==> src/verilog/fm_spy_settings.svh <==
`ifndef FM_SPY_SETTINGS_SVH
`define FM_SPY_SETTINGS_SVH

// Number of spy buffers in the bank.
`define FM_SB_N 4

// Log2 of the words held by each spy memory.
`define FM_DEPTH_LOG2 6

// Spy data and AXI word width.
`define FM_DATA_W 32

// AXI4-Lite address width.
`define FM_ADDR_W 12

// Saturating capture counter width.
`define FM_COUNT_W 16

// Address map fields.
`define FM_REGION_BIT 11
`define FM_BUF_LSB 9
`define FM_SB_IDX_W 2
`define FM_WORD_LSB 2

// AXI response codes.
`define FM_RESP_OKAY 2'b00
`define FM_RESP_SLVERR 2'b10

`endif

==> src/verilog/fm_spy_pkg.sv <==
`include "fm_spy_settings.svh"

package fm_spy_pkg;

   // Host operation classes.
   // A metadata write is the only access that decodes to op_bad.
   typedef enum logic [1:0]
   {
      op_mem_rd  = 2'd0,
      op_mem_wr  = 2'd1,
      op_meta_rd = 2'd2,
      op_bad     = 2'd3
   } fm_op_e;

   // Decode FSM states.
   typedef enum logic
   {
      st_idle = 1'b0,
      st_busy = 1'b1
   } fm_dec_state_e;

   // One monitored channel.
   typedef struct packed
   {
      logic                  valid;
      logic [`FM_DATA_W-1:0] data;
   } fm_mon_t;

   // Decoded host request, valid for one cycle.
   typedef struct packed
   {
      logic                      valid;
      fm_op_e                    op;
      logic [`FM_SB_IDX_W-1:0]   sb_idx;
      logic [`FM_DEPTH_LOG2-1:0] word_idx;
      logic [`FM_DATA_W-1:0]     wdata;
   } fm_req_t;

   // Executed result. wr_kind routes it to the B channel, else the R channel.
   typedef struct packed
   {
      logic                  valid;
      logic                  wr_kind;
      logic [1:0]            resp;
      logic [`FM_DATA_W-1:0] rdata;
   } fm_rsp_t;

endpackage

==> src/verilog/fm_axi_decode.sv <==
`timescale 1ns/1ps
`include "fm_spy_settings.svh"

module fm_axi_decode
(
   input  logic                    spy_clock,
   input  logic                    axi_reset,
   input  logic [`FM_ADDR_W-1:0]   s_awaddr_i,
   input  logic                    s_awvalid_i,
   output logic                    s_awready_o,
   input  logic [`FM_DATA_W-1:0]   s_wdata_i,
   input  logic                    s_wvalid_i,
   output logic                    s_wready_o,
   input  logic [`FM_ADDR_W-1:0]   s_araddr_i,
   input  logic                    s_arvalid_i,
   output logic                    s_arready_o,
   input  logic                    done_i,
   output fm_spy_pkg::fm_req_t     req_o
);

   fm_spy_pkg::fm_dec_state_e state_q;
   logic                      aw_ready_q;
   logic                      ar_ready_q;
   logic                      wr_xfer;
   logic                      rd_xfer;
   logic [`FM_ADDR_W-1:0]     addr_sel;

   logic                      req_valid_q;
   fm_spy_pkg::fm_op_e        op_q;
   logic [`FM_SB_IDX_W-1:0]   sb_idx_q;
   logic [`FM_DEPTH_LOG2-1:0] word_idx_q;
   logic [`FM_DATA_W-1:0]     wdata_q;

   // AW and W are always accepted together.
   assign s_awready_o = aw_ready_q;
   assign s_wready_o  = aw_ready_q;
   assign s_arready_o = ar_ready_q;

   assign wr_xfer  = aw_ready_q && s_awvalid_i && s_wvalid_i;
   assign rd_xfer  = ar_ready_q && s_arvalid_i;
   assign addr_sel = wr_xfer ? s_awaddr_i : s_araddr_i;

   // Acceptance FSM. One transaction at a time.
   always_ff @(posedge spy_clock)
   begin
      if (axi_reset)
      begin
         state_q     <= fm_spy_pkg::st_idle;
         aw_ready_q  <= 1'b0;
         ar_ready_q  <= 1'b0;
         req_valid_q <= 1'b0;
      end
      else
      begin
         req_valid_q <= 1'b0;
         case (state_q)
            fm_spy_pkg::st_idle:
            begin
               if (wr_xfer || rd_xfer)
               begin
                  aw_ready_q  <= 1'b0;
                  ar_ready_q  <= 1'b0;
                  req_valid_q <= 1'b1;
                  state_q     <= fm_spy_pkg::st_busy;
               end
               else if (!aw_ready_q && !ar_ready_q)
               begin
                  // A pending write wins over a pending read.
                  if (s_awvalid_i && s_wvalid_i)
                  begin
                     aw_ready_q <= 1'b1;
                  end
                  else if (s_arvalid_i)
                  begin
                     ar_ready_q <= 1'b1;
                  end
               end
            end
            fm_spy_pkg::st_busy:
            begin
               // Wait for the response handshake.
               if (done_i)
               begin
                  state_q <= fm_spy_pkg::st_idle;
               end
            end
            default:
            begin
               state_q <= fm_spy_pkg::st_idle;
            end
         endcase
      end
   end

   // Address split and op classification.
   always_ff @(posedge spy_clock)
   begin
      if (wr_xfer || rd_xfer)
      begin
         sb_idx_q   <= addr_sel[`FM_BUF_LSB +: `FM_SB_IDX_W];
         word_idx_q <= addr_sel[`FM_WORD_LSB +: `FM_DEPTH_LOG2];
         if (wr_xfer)
         begin
            wdata_q <= s_wdata_i;
            op_q    <= addr_sel[`FM_REGION_BIT] ? fm_spy_pkg::op_bad : fm_spy_pkg::op_mem_wr;
         end
         else
         begin
            op_q <= addr_sel[`FM_REGION_BIT] ? fm_spy_pkg::op_meta_rd : fm_spy_pkg::op_mem_rd;
         end
      end
   end

   assign req_o.valid    = req_valid_q;
   assign req_o.op       = op_q;
   assign req_o.sb_idx   = sb_idx_q;
   assign req_o.word_idx = word_idx_q;
   assign req_o.wdata    = wdata_q;

endmodule

==> config.mk <==
export PLATFORM = sky130hd
export DESIGN_NAME = fm_axi_decode
export DESIGN_NICKNAME = d
export VERILOG_FILES = /design/src/verilog/fm_spy_pkg.sv /design/src/verilog/fm_axi_decode.sv
export VERILOG_INCLUDE_DIRS = /design/src /design/src/verilog
export SDC_FILE = /design/constraint.sdc
export NUM_CORES = 1
export LEC_CHECK = 0
export ABC_AREA = 1
export BUFFER_PORTS_ARGS = -buffer_cell sky130_fd_sc_hd__buf_2
export CAP_MARGIN = 0
export CORE_UTILIZATION = 44
export DETAILED_ROUTE_END_ITERATION = 7
export PLACE_DENSITY = 0.92
export SYNTH_ARGS = -nofsm -noshare
export SYNTH_HDL_FRONTEND = slang
export SYNTH_SLANG_ARGS = --single-unit
==> constraint.sdc <==
create_clock -name spy_clock -period 5.2 [get_ports spy_clock]
set_input_delay 0 -clock spy_clock [delete_from_list [all_inputs] [get_ports spy_clock]]
set_output_delay 0 -clock spy_clock [all_outputs]
set_load 0.1 [all_outputs]
==> impl_metrics.yaml <==
outcome:
  outcome: "complete, no violations"
clock_network:
  clkSinkCount: 46
  clk_pin_slew_ps: 130
  tritoncts: "done"
  htreeDepth: 2
  ctsHoldBuffers: 54
  cts-root-buf: "clkbuf_4"
  cts_buffers: 5
  post_cts_buffers: 0
  cts_resized: 0
  clock_latency_ps: 350
  cts_max_path_buffers: 2
worst_setup_path:
  arrival_ps: 1960
  cp-start-kind: "register"
  end_kind: "register"
  worstPathRequired_ps: 5180
  worstSetupPathType: "reg -> reg"
  cp_max_fo: 32
floorplanning:
  die-area_mm2: 0.00389
  dieWidth_um: 62.4
  core_area_mm2: 0.00342
  start_util_pct: 46.9
  dieHeight_um: 62.4
  rows: 21
  ios: 108
route:
  drc: 0
  routed-via-count: 1415
  wl_per_cell_um: 14.4
  routed_wl_um: 4420
  initialDrtViolationCount: 70
  via_per_inst: 4.62
  ant_nets: 0
  first_pass_iters: 4
final_layout:
  layout-drive-gt1-share_pct: 44.6
  area_growth_pct: 72.4
  final_common_cell: "buf_2"
  final_cells: 306
  n_antenna_cell: 0
  final_area_mm2: 0.00276
  final_cell_mix: "buf_2, dlygate4sd3_1, edfxtp_1, nand2_1, inv_1"
  nNetsFinal: 321
sta:
  rsz0062_at_grt: "no"
  slew_violations: 0
  hold_violations: 0
  tightest_slew_ps: 1130
  clock_skew_ps: 2.51
  fin_crit_ps: 1980
  fin_setup_tns_ps: 0
  setup_violations: 0
  fmax_mhz: 505
  fin_crit_sh_pct: 38.1
  slew-limit-headroom_pct: 24.9
placement:
  dpl_cell_area_mm2: 0.00214
  gp_congestion: 0.713
  hpwlAfterDp_um: 2310
  numPortBuffers: 101
  place_inst: 244
global_routing:
  met1_usage_pct: 25.7
  grt_pass1_vias: 1472
  use_met3_pct: 9.01
  grt_max_degree: 33
  grt_busiest_layer: "met2"
  met2_usage_pct: 45.2
  track_usage_pct: 24.6
  antenna_found_initial: 0
  grt_pass1_wl_um: 6970
  grt-ovfl-total: 0
power_and_ir_drop:
  clkPwrFrac_pct: 25.1
  ir_drop_mv: 0.207
  intPower_w: 0.000585
  p_seq_share_pct: 50.3
  powerDensity_mw_per_mm2: 308
  combPwrFrac_pct: 24.6
  p_leak_nw: 1.24
  p_sw_share_pct: 31.4
  power.total_w: 0.000852
  p_sw_w: 0.000267
logic_synthesis:
  synth_fp_nets: 162
  ys_ff_latch: 46
  ys_seq_area_share_pct: 83.7
  netlist_area_mm2: 0.00160
  syn_avg_cell_area_um2: 16.0
  synth_cell_types: 15
  synth_cells: 100
  yosysWarnings: 0
min_path:
  hold_class: "in -> reg"
run:
  maxCapViolCount: 0
## path summary, 6_finish.rpt
kind,slack (ps),cells past startpoint,endpoint,start
worst max-delay path,3220,2,wdata_q[4],s_awready_o
worst min-delay path,80,5,s_awready_o,s_wvalid_i
worst max register to register,3220,2,wdata_q[4],s_awready_o
worst min register to register,500,2,state_q,state_q
## state kept, by name, indices dropped and copies added (netlist names)
signal	cells
wdata_q	32
word_idx_q	6
op_q	2
sb_idx_q	2
req_valid_q	1
s_arready_o	1
s_awready_o	1
state_q	1
## cell families after synthesis
group,after synthesis,synth area share (%)
buf+inv,10,3.04
compound gates,3,1.64
flops,46,83.7
simple gates,41,11.6
## per-layer routing
| metal | vias to the layer above | routed length [um] |
|---|---|---|
| li1 | 663 | - |
| met3 | 10 | 419 |
| met2 | 97 | 2340 |
| met1 | 645 | 1580 |
| met4 | 0 | 78 |
| met5 | - | 0 |
## cell type report
cell class                      count  area, um2
Timing Repair Buffer              155       1050
Fill cell                         184        653
Tap cell                           46       57.6
Clock buffer                        6       41.3
Inverter                            7       26.3
Multi-Input combinational cell     44        213
Clock inverter                      2       37.5
Sequential cell                    46       1340
## worst max-delay path, cell delays in order, from the launching register on
cell,delay (ps)
dfxtp_1,410
nand3_2,270
inv_1,920
## stage by stage
step	hold slack [ps]	util (%)	worst slack (ps)
after floorplan	72.4	-	2700
after global placement	177	62.7	3300
after detailed placement	178	62.7	3260
after CTS	19.9	80.9	3230
after global routing	60.7	80.9	3000
final	79.5	80.9	3220
## power groups by stage
stage / clock (W) / combinational [W] / sequential (W)
after global routing: 0.000234 / 0.000219 / 0.000430
after floorplan: 0 / 0.0000390 / 0.000533
after detailed placement: 0 / 0.000173 / 0.000436
after global placement: 0 / 0.000170 / 0.000436
final: 0.000214 / 0.000210 / 0.000429
after CTS: 0.000217 / 0.000206 / 0.000428
## synth_stat cells
cell	number	share of area, %
nand2_4	1	0.70
nand4_1	1	0.39
nand2_1	33	7.7
buf_4	3	1.4
a21oi_2	1	0.55
nand3_2	3	1.9
nor2_1	1	0.23
edfxtp_1	42	79
o21ai_1	1	0.31
dfxtp_1	4	5.0
inv_1	6	1.4
nand2_2	1	0.39
inv_2	1	0.23
o22ai_2	1	0.78
nand3_1	1	0.31
Note: power is estimated with default switching activity, not from simulation.
