<file path="src/verilog/fm_spy_settings.svh">
`ifndef FM_SPY_SETTINGS_SVH
`define FM_SPY_SETTINGS_SVH

// Number of spy buffers in the bank.
`define FM_SB_N 4

// Log2 of the words held by each spy memory.
`define FM_DEPTH_LOG2 6

// Spy data and AXI word width.
`define FM_DATA_W 32

// AXI4-Lite address width.
`define FM_ADDR_W 12

// Saturating capture counter width.
`define FM_COUNT_W 16

// Address map fields.
`define FM_REGION_BIT 11
`define FM_BUF_LSB 9
`define FM_SB_IDX_W 2
`define FM_WORD_LSB 2

// AXI response codes.
`define FM_RESP_OKAY 2'b00
`define FM_RESP_SLVERR 2'b10

`endif

</file>
<file path="src/verilog/fm_spy_pkg.sv">
`include "fm_spy_settings.svh"

package fm_spy_pkg;

   // Host operation classes.
   // A metadata write is the only access that decodes to op_bad.
   typedef enum logic [1:0]
   {
      op_mem_rd  = 2'd0,
      op_mem_wr  = 2'd1,
      op_meta_rd = 2'd2,
      op_bad     = 2'd3
   } fm_op_e;

   // Decode FSM states.
   typedef enum logic
   {
      st_idle = 1'b0,
      st_busy = 1'b1
   } fm_dec_state_e;

   // One monitored channel.
   typedef struct packed
   {
      logic                  valid;
      logic [`FM_DATA_W-1:0] data;
   } fm_mon_t;

   // Decoded host request, valid for one cycle.
   typedef struct packed
   {
      logic                      valid;
      fm_op_e                    op;
      logic [`FM_SB_IDX_W-1:0]   sb_idx;
      logic [`FM_DEPTH_LOG2-1:0] word_idx;
      logic [`FM_DATA_W-1:0]     wdata;
   } fm_req_t;

   // Executed result. wr_kind routes it to the B channel, else the R channel.
   typedef struct packed
   {
      logic                  valid;
      logic                  wr_kind;
      logic [1:0]            resp;
      logic [`FM_DATA_W-1:0] rdata;
   } fm_rsp_t;

endpackage

</file>
<file path="src/verilog/fm_axi_result.sv">
`timescale 1ns/1ps
`include "fm_spy_settings.svh"

module fm_axi_result
(
   input  logic                  spy_clock,
   input  logic                  axi_reset,
   input  fm_spy_pkg::fm_rsp_t   rsp_i,
   output logic [1:0]            s_bresp_o,
   output logic                  s_bvalid_o,
   input  logic                  s_bready_i,
   output logic [`FM_DATA_W-1:0] s_rdata_o,
   output logic [1:0]            s_rresp_o,
   output logic                  s_rvalid_o,
   input  logic                  s_rready_i,
   output logic                  done_o
);

   logic                  bvalid_q;
   logic                  rvalid_q;
   logic                  done_q;
   logic [1:0]            bresp_q;
   logic [1:0]            rresp_q;
   logic [`FM_DATA_W-1:0] rdata_q;

   always_ff @(posedge spy_clock)
   begin
      if (axi_reset)
      begin
         bvalid_q <= 1'b0;
         rvalid_q <= 1'b0;
         done_q   <= 1'b0;
      end
      else
      begin
         done_q <= 1'b0;
         if (rsp_i.valid)
         begin
            bvalid_q <= rsp_i.wr_kind;
            rvalid_q <= !rsp_i.wr_kind;
         end
         // Hold until the master takes it.
         if (bvalid_q && s_bready_i)
         begin
            bvalid_q <= 1'b0;
            done_q   <= 1'b1;
         end
         if (rvalid_q && s_rready_i)
         begin
            rvalid_q <= 1'b0;
            done_q   <= 1'b1;
         end
      end
   end

   // Payload loads only on a new result, so it is stable under back-pressure.
   always_ff @(posedge spy_clock)
   begin
      if (rsp_i.valid)
      begin
         if (rsp_i.wr_kind)
         begin
            bresp_q <= rsp_i.resp;
         end
         else
         begin
            rresp_q <= rsp_i.resp;
            rdata_q <= rsp_i.rdata;
         end
      end
   end

   assign s_bvalid_o = bvalid_q;
   assign s_bresp_o  = bresp_q;
   assign s_rvalid_o = rvalid_q;
   assign s_rresp_o  = rresp_q;
   assign s_rdata_o  = rdata_q;
   assign done_o     = done_q;

endmodule

</file>
<file path="config.mk">
export PLATFORM = sky130hd
export DESIGN_NAME = fm_axi_result
export DESIGN_NICKNAME = d
export VERILOG_FILES = /design/src/verilog/fm_spy_pkg.sv /design/src/verilog/fm_axi_result.sv
export VERILOG_INCLUDE_DIRS = /design/src /design/src/verilog
export SDC_FILE = /design/constraint.sdc
export NUM_CORES = 1
export LEC_CHECK = 0
export ABC_AREA = 0
export BUFFER_PORTS_ARGS = -buffer_cell sky130_fd_sc_hd__buf_2
export CAP_MARGIN = 20
export CELL_PAD_IN_SITES_DETAIL_PLACEMENT = 1
export CELL_PAD_IN_SITES_GLOBAL_PLACEMENT = 2
export CORE_UTILIZATION = 29
export DETAILED_ROUTE_END_ITERATION = 10
export PLACE_DENSITY = 0.86
export SLEW_MARGIN = 5
export SYNTH_ARGS = -nofsm -noshare
export SYNTH_HDL_FRONTEND = slang
export SYNTH_SLANG_ARGS = --single-unit
</file>
<file path="constraint.sdc">
create_clock -name spy_clock -period 3 [get_ports spy_clock]
set_clock_uncertainty 0.05 [all_clocks]
set_input_delay 0.45 -clock spy_clock [delete_from_list [all_inputs] [get_ports spy_clock]]
set_output_delay 0.45 -clock spy_clock [all_outputs]
set_load 0.03 [all_outputs]
</file>
==> results of run 1 <==
cell usage after synthesis, drive strengths merged:
| cell type | instances |
|---|---|
| and2 | 1 |
| a2111oi | 2 |
| dfxtp | 3 |
| edfxtp | 36 |
| nor2 | 3 |
| a22oi | 1 |
| and2b | 1 |
power by group:
group / internal, mW / total [mW] / switching [mW] / leakage (nW)
clock network: 0.159 / 0.319 / 0.159 / 0.0426
logic: 0.0462 / 0.151 / 0.104 / 0.331
registers: 0.634 / 0.644 / 0.0102 / 0.363
total: 0.839 / 1.11 / 0.274 / 0.737
state kept, by name, summed over array words and instances, names as in the netlist:
| name | count |
|---|---|
| s_rdata_o | 32 |
| s_bresp_o | 2 |
| s_rresp_o | 2 |
| done_o | 1 |
| s_rvalid_o | 1 |
| s_bvalid_o | 1 |
path summary, 6_finish.rpt:
path | slack (ps) | end
worst max-delay path | 1580 | s_rvalid_o
worst max register to register | 2090 | s_rvalid_o
worst min register to register | 490 | s_bvalid_o
worst min-delay path | 290 | s_rdata_o[21]
cell type report:
class / count / area share, %
sequential: 39 / 65.0
clock buffer: 6 / 4.13
tap: 50 / 3.56
multi-input combinational: 8 / 4.56
clock inverter: 2 / 0.499
timing repair buffer: 78 / 22.2
kinds of logic after synthesis:
kind of cell,Yosys count,synth area share [%]
flip-flops,39,93.4
AO/OA/AOI/OAI,3,4.10
AND/OR/NAND/NOR,5,2.46
stage by stage:
step / total power, mW / worst slack [ps] / hold WS [ps] / cell area, sq um
after global placement: 0.804 / 1460 / 450 / 1670
after detailed placement: 0.810 / 1410 / 475 / 1670
final: 1.11 / 1580 / 295 / 1760
after CTS: 1.13 / 1560 / 284 / 1760
after floorplan: 0.745 / 1660 / 464 / 1220
after global routing: 1.16 / 1530 / 277 / 1760
routing by layer:
metal | global-route usage (%) | vias up | routed length (um)
met2 | 18.9 | 47 | 1260
met3 | 5.82 | 2 | 263
met4 | 3.99 | 0 | 10
li1 | - | 358 | -
met5 | 0 | - | 0
met1 | 11.8 | 354 | 863
==> results.txt, run 1 <==
outcome - finished clean
drt wl/cell - 13.1 um
R2R cell count - 2
min-delay src - rsp_i[21]
delay of the slowest cell on the worst path - 410 ps
Yosys reg bits - 39
initial core utilization - 30.3%
critical path type - flop to primary output
CTS max path bufs - 2
worst reg2reg path startpoint - s_rvalid_o
Clock Sinks - 39
layout cell share with drive strength beyond 1 - 66.2%
Power per Cell Area - 634 nW/um^2
post-synth cell types - 8
number of global-route vias before repair - 786
area of the multi-input gates - 80.1 sq um
post-CTS setup repair buffer count - 0
Setup crit end kind - primary output
Levels on crit path - 1
CP startpoint - s_rvalid_o
synthesized area - 1220 sq um
Syn. warnings - 0
CP max stage cell - dfxtp_1
gpl congestion - 0.632
Pre-Repair DR Iteration Count - 3
max-cap violations - 0
commonest non-fill, non-tap cells in the layout - 78 x buf_2, 36 x edfxtp_1, 5 x clkbuf_8
via count - 761
share of the synthesized area in the top cell type - 88.5%
H-tree depth - 2
Lkg Pwr - 0.737 nW
critical path's top delay family - flip-flops
CTS buffer count - 5
CP cell instances - buf_2
syn_area_per_cell - 26.0 sq um
final hold vios - 0
maximum clock rate - 705 MHz
residual DRC count - 0
largest net degree at the start of global routing - 36
register area share after synthesis - 93.4%
endpoints failing setup - 0
final core utilization - 43.6%
Clock Tree Root - clkbuf_8
Placed Instances - 175
GRT Residual Overflow - 0
WL final - 2.39 mm
Min Clock Period, post-route - 1420 ps
commonest non-fill, non-tap cell in the layout - buf_2
Arrival @ worst endpoint - 920 ps
Mapped Cells - 47
Hold Crit Class - primary input to flop
syn nets - 87
Slew @ Worst Pin - 509 ps
top cell type by total area after synthesis - edfxtp_1
initial drt markers - 7
# nets final - 172
die width - 66.9 um
Post-DRT Antenna Nets - 0
Layout Cells excl Fill - 183
hold bufs inserted after CTS - 0
max-slew violation count - 0
die height - 66.9 um
worst-path fanout max - 4
antenna cells - 0
Worst Path Buf+Inv - 1
RSZ-0062 raised after global routing - no
first-pass GRT wire length - 3.53 mm
Req. time, crit path - 2500 ps
Rel. slew slack - 66.0%
hold depth - 1
Port Buffers - 78
final setup TNS - 0 ps
Tcrit/Tclk final - 47.3%
filler instances - 430
Sequential Area - 1140 sq um
Clk Latency, worst-skew pair - 280 ps
clock slew at reported path FFs - 70 ps
CP Launch Type - flop
Core ar. - 4030 sq um
post-cts gate resize count - 0
dpl hpwl - 1.92 mm
P&R area growth vs syn - 43.7%
CTS tree - built
Die Footprint - 4470 sq um
I/O pins - 79
Rows - 23
Synth area leaders - edfxtp_1 89%, dfxtp_1 4.9%, a2111oi_4 2.3%
maximum vdd drop - 0.333 mV
initial antenna violation count - 0
Tot GR Track Use - 11.2%
vias per cell - 4.16
No activity file was read; power rests on OpenSTA's default activity.
==> inputs of run 2 (changes only) <==
Settings changed: CORE_UTILIZATION 29 to 26, PLACE_DENSITY 0.86 to 0.78.
Clock period 3 ns to 1.41 ns, I/O delays scaled along.
==> results.txt, run 2 (synthesis gave the netlist of run 1 again) <==
max-slew violation count - 0 (unchanged)
post-cts gate resize count - 0 (unchanged)
clock slew at reported path FFs - 80 ps (about the same)
gpl congestion - 0.677 (+7.0%)
Sequential Area - 1140 sq um (unchanged)
Arrival @ worst endpoint - 930 ps (about the same)
hold depth - 1 (unchanged)
endpoints failing setup - 0 (unchanged)
Tot GR Track Use - 10.8% (-0.44 points)
final core utilization - 41.2% (-2.4 points)
P&R area growth vs syn - 49.8%
max-cap violations - 0 (unchanged)
post-CTS setup repair buffer count - 0 (unchanged)
final hold vios - 0 (unchanged)
# nets final - 173 (+0.58%)
largest net degree at the start of global routing - 35 (-2.8%)
via count - 794 (+4.3%)
Hold Crit Class - primary input to flop
H-tree depth - 2 (unchanged)
commonest non-fill, non-tap cells in the layout - 78 x buf_2, 36 x edfxtp_1, 5 x clkbuf_8
delay of the slowest cell on the worst path - 420 ps (about the same)
filler instances - 459 (+6.7%)
die height - 70.5 um (+5.4%)
CP Launch Type - flop
vias per cell - 4.27 (+2.7%)
Power per Cell Area - 1510 nW/um^2 (+140%)
violated checks - DRC
Clock Tree Root - clkbuf_8
Core ar. - 4440 sq um (+10%)
RR Endpoint - s_rvalid_o
Tcrit/Tclk final - 84.3%
area of the multi-input gates - 80.1 sq um (unchanged)
RSZ-0062 raised after global routing - no
final setup TNS - 0 ps (unchanged)
worst reg2reg path startpoint - s_rvalid_o
reg2reg setup slack - 480 ps (-1610 ps)
Clock Sinks - 39 (unchanged)
CTS max path bufs - 2 (unchanged)
residual DRC count - 21 (+21)
Req. time, crit path - 1150 ps (-1350 ps)
maximum vdd drop - 0.421 mV (+26%)
Pre-Repair DR Iteration Count - 8 (+5)
WL final - 2.68 mm (+12%)
initial drt markers - 81 (+74)
I/O pins - 79 (unchanged)
worst-path fanout max - 4 (unchanged)
commonest non-fill, non-tap cell in the layout - buf_2
initial antenna violation count - 0 (unchanged)
die width - 70.5 um (+5.4%)
CTS tree - built
max FFs per register - 32 (unchanged)
Min Clock Period, post-route - 1190 ps
Rel. slew slack - 81.2% (+15 points)
first-pass GRT wire length - 3.97 mm (+13%)
dpl hpwl - 2.06 mm (+7.0%)
min-delay src - rsp_i[17]
Die Footprint - 4980 sq um (+11%)
layout cell share with drive strength beyond 1 - 67.2% (+1.0 points)
maximum clock rate - 842 MHz
CP cell instances - buf_2
worst hold endpoint - s_rdata_o[17]
drt wl/cell - 14.4 um (+10%)
CTS buffer count - 5 (unchanged)
Clk Latency, worst-skew pair - 280 ps (about the same)
antenna cells - 0 (unchanged)
hold bufs inserted after CTS - 0 (unchanged)
Rows - 24 (+4.3%)
CP startpoint - s_rvalid_o
CP max stage cell - dfxtp_1
R2R cell count - 2 (unchanged)
outcome - finished, violations left
Post-DRT Antenna Nets - 0 (unchanged)
Slew @ Worst Pin - 282 ps (-227 ps)
initial core utilization - 27.5% (-2.8 points)
critical path's top delay family - flip-flops
number of global-route vias before repair - 814 (+3.6%)
Port Buffers - 78 (unchanged)
Setup crit end kind - primary output
Worst Path Buf+Inv - 1 (unchanged)
Lkg Pwr - 0.768 nW (+4.3%)
critical path type - flop to primary output
GRT Residual Overflow - 0 (unchanged)
==> run 2: changes by cell type in the layout (fill, tap and decap cells not counted), sizes merged <==
cell and change:
bufinv +2, clkinv -2, buf +1
==> run 2: layer usage <==
layer	part of all wire [%]	global-route usage, %
met5	0	0
met1	38	11.5
met2	48	18.6
met3	13	5.70
met4	1.0	3.33
==> run 2: area by class of cell <==
cell class	count	area share [%]
well taps	52	3.56
clock buffers	6	3.97
flip-flops and latches	39	62.4
multi-input cells	8	4.38
clock inverters	2	3.28
repair buffers	79	22.4
==> run 2: worst max path at each step <==
stage,cells after the start,slack (ps),to
detailed placement,3,240,s_rdata_o[1]
finish,1,220,s_rvalid_o
global placement,3,260,s_rdata_o[23]
CTS,1,200,s_rvalid_o
global route,1,170,s_rvalid_o
floorplan,1,310,s_rdata_o[0]
==> run 2: through the flow <==
stage / hold slack (ps) / std cells / total power [mW] / area [sq um] / worst slack, ps
CTS: 41.3 / 186 / 2.81 / 1830 / 205
global route: 27.5 / 186 / 2.88 / 1830 / 173
floorplan: 226 / 47 / 1.59 / 1220 / 311
global placement: 339 / 178 / 1.72 / 1700 / 261
detailed placement: 341 / 178 / 1.73 / 1700 / 238
finish: 49.8 / 186 / 2.77 / 1830 / 222
==> run 2: power breakdown <==
part,switching (mW),internal [mW],total [mW]
Clock,0.363,0.707,1.07
Combinational,0.227,0.104,0.331
Sequential,0.0227,1.35,1.37
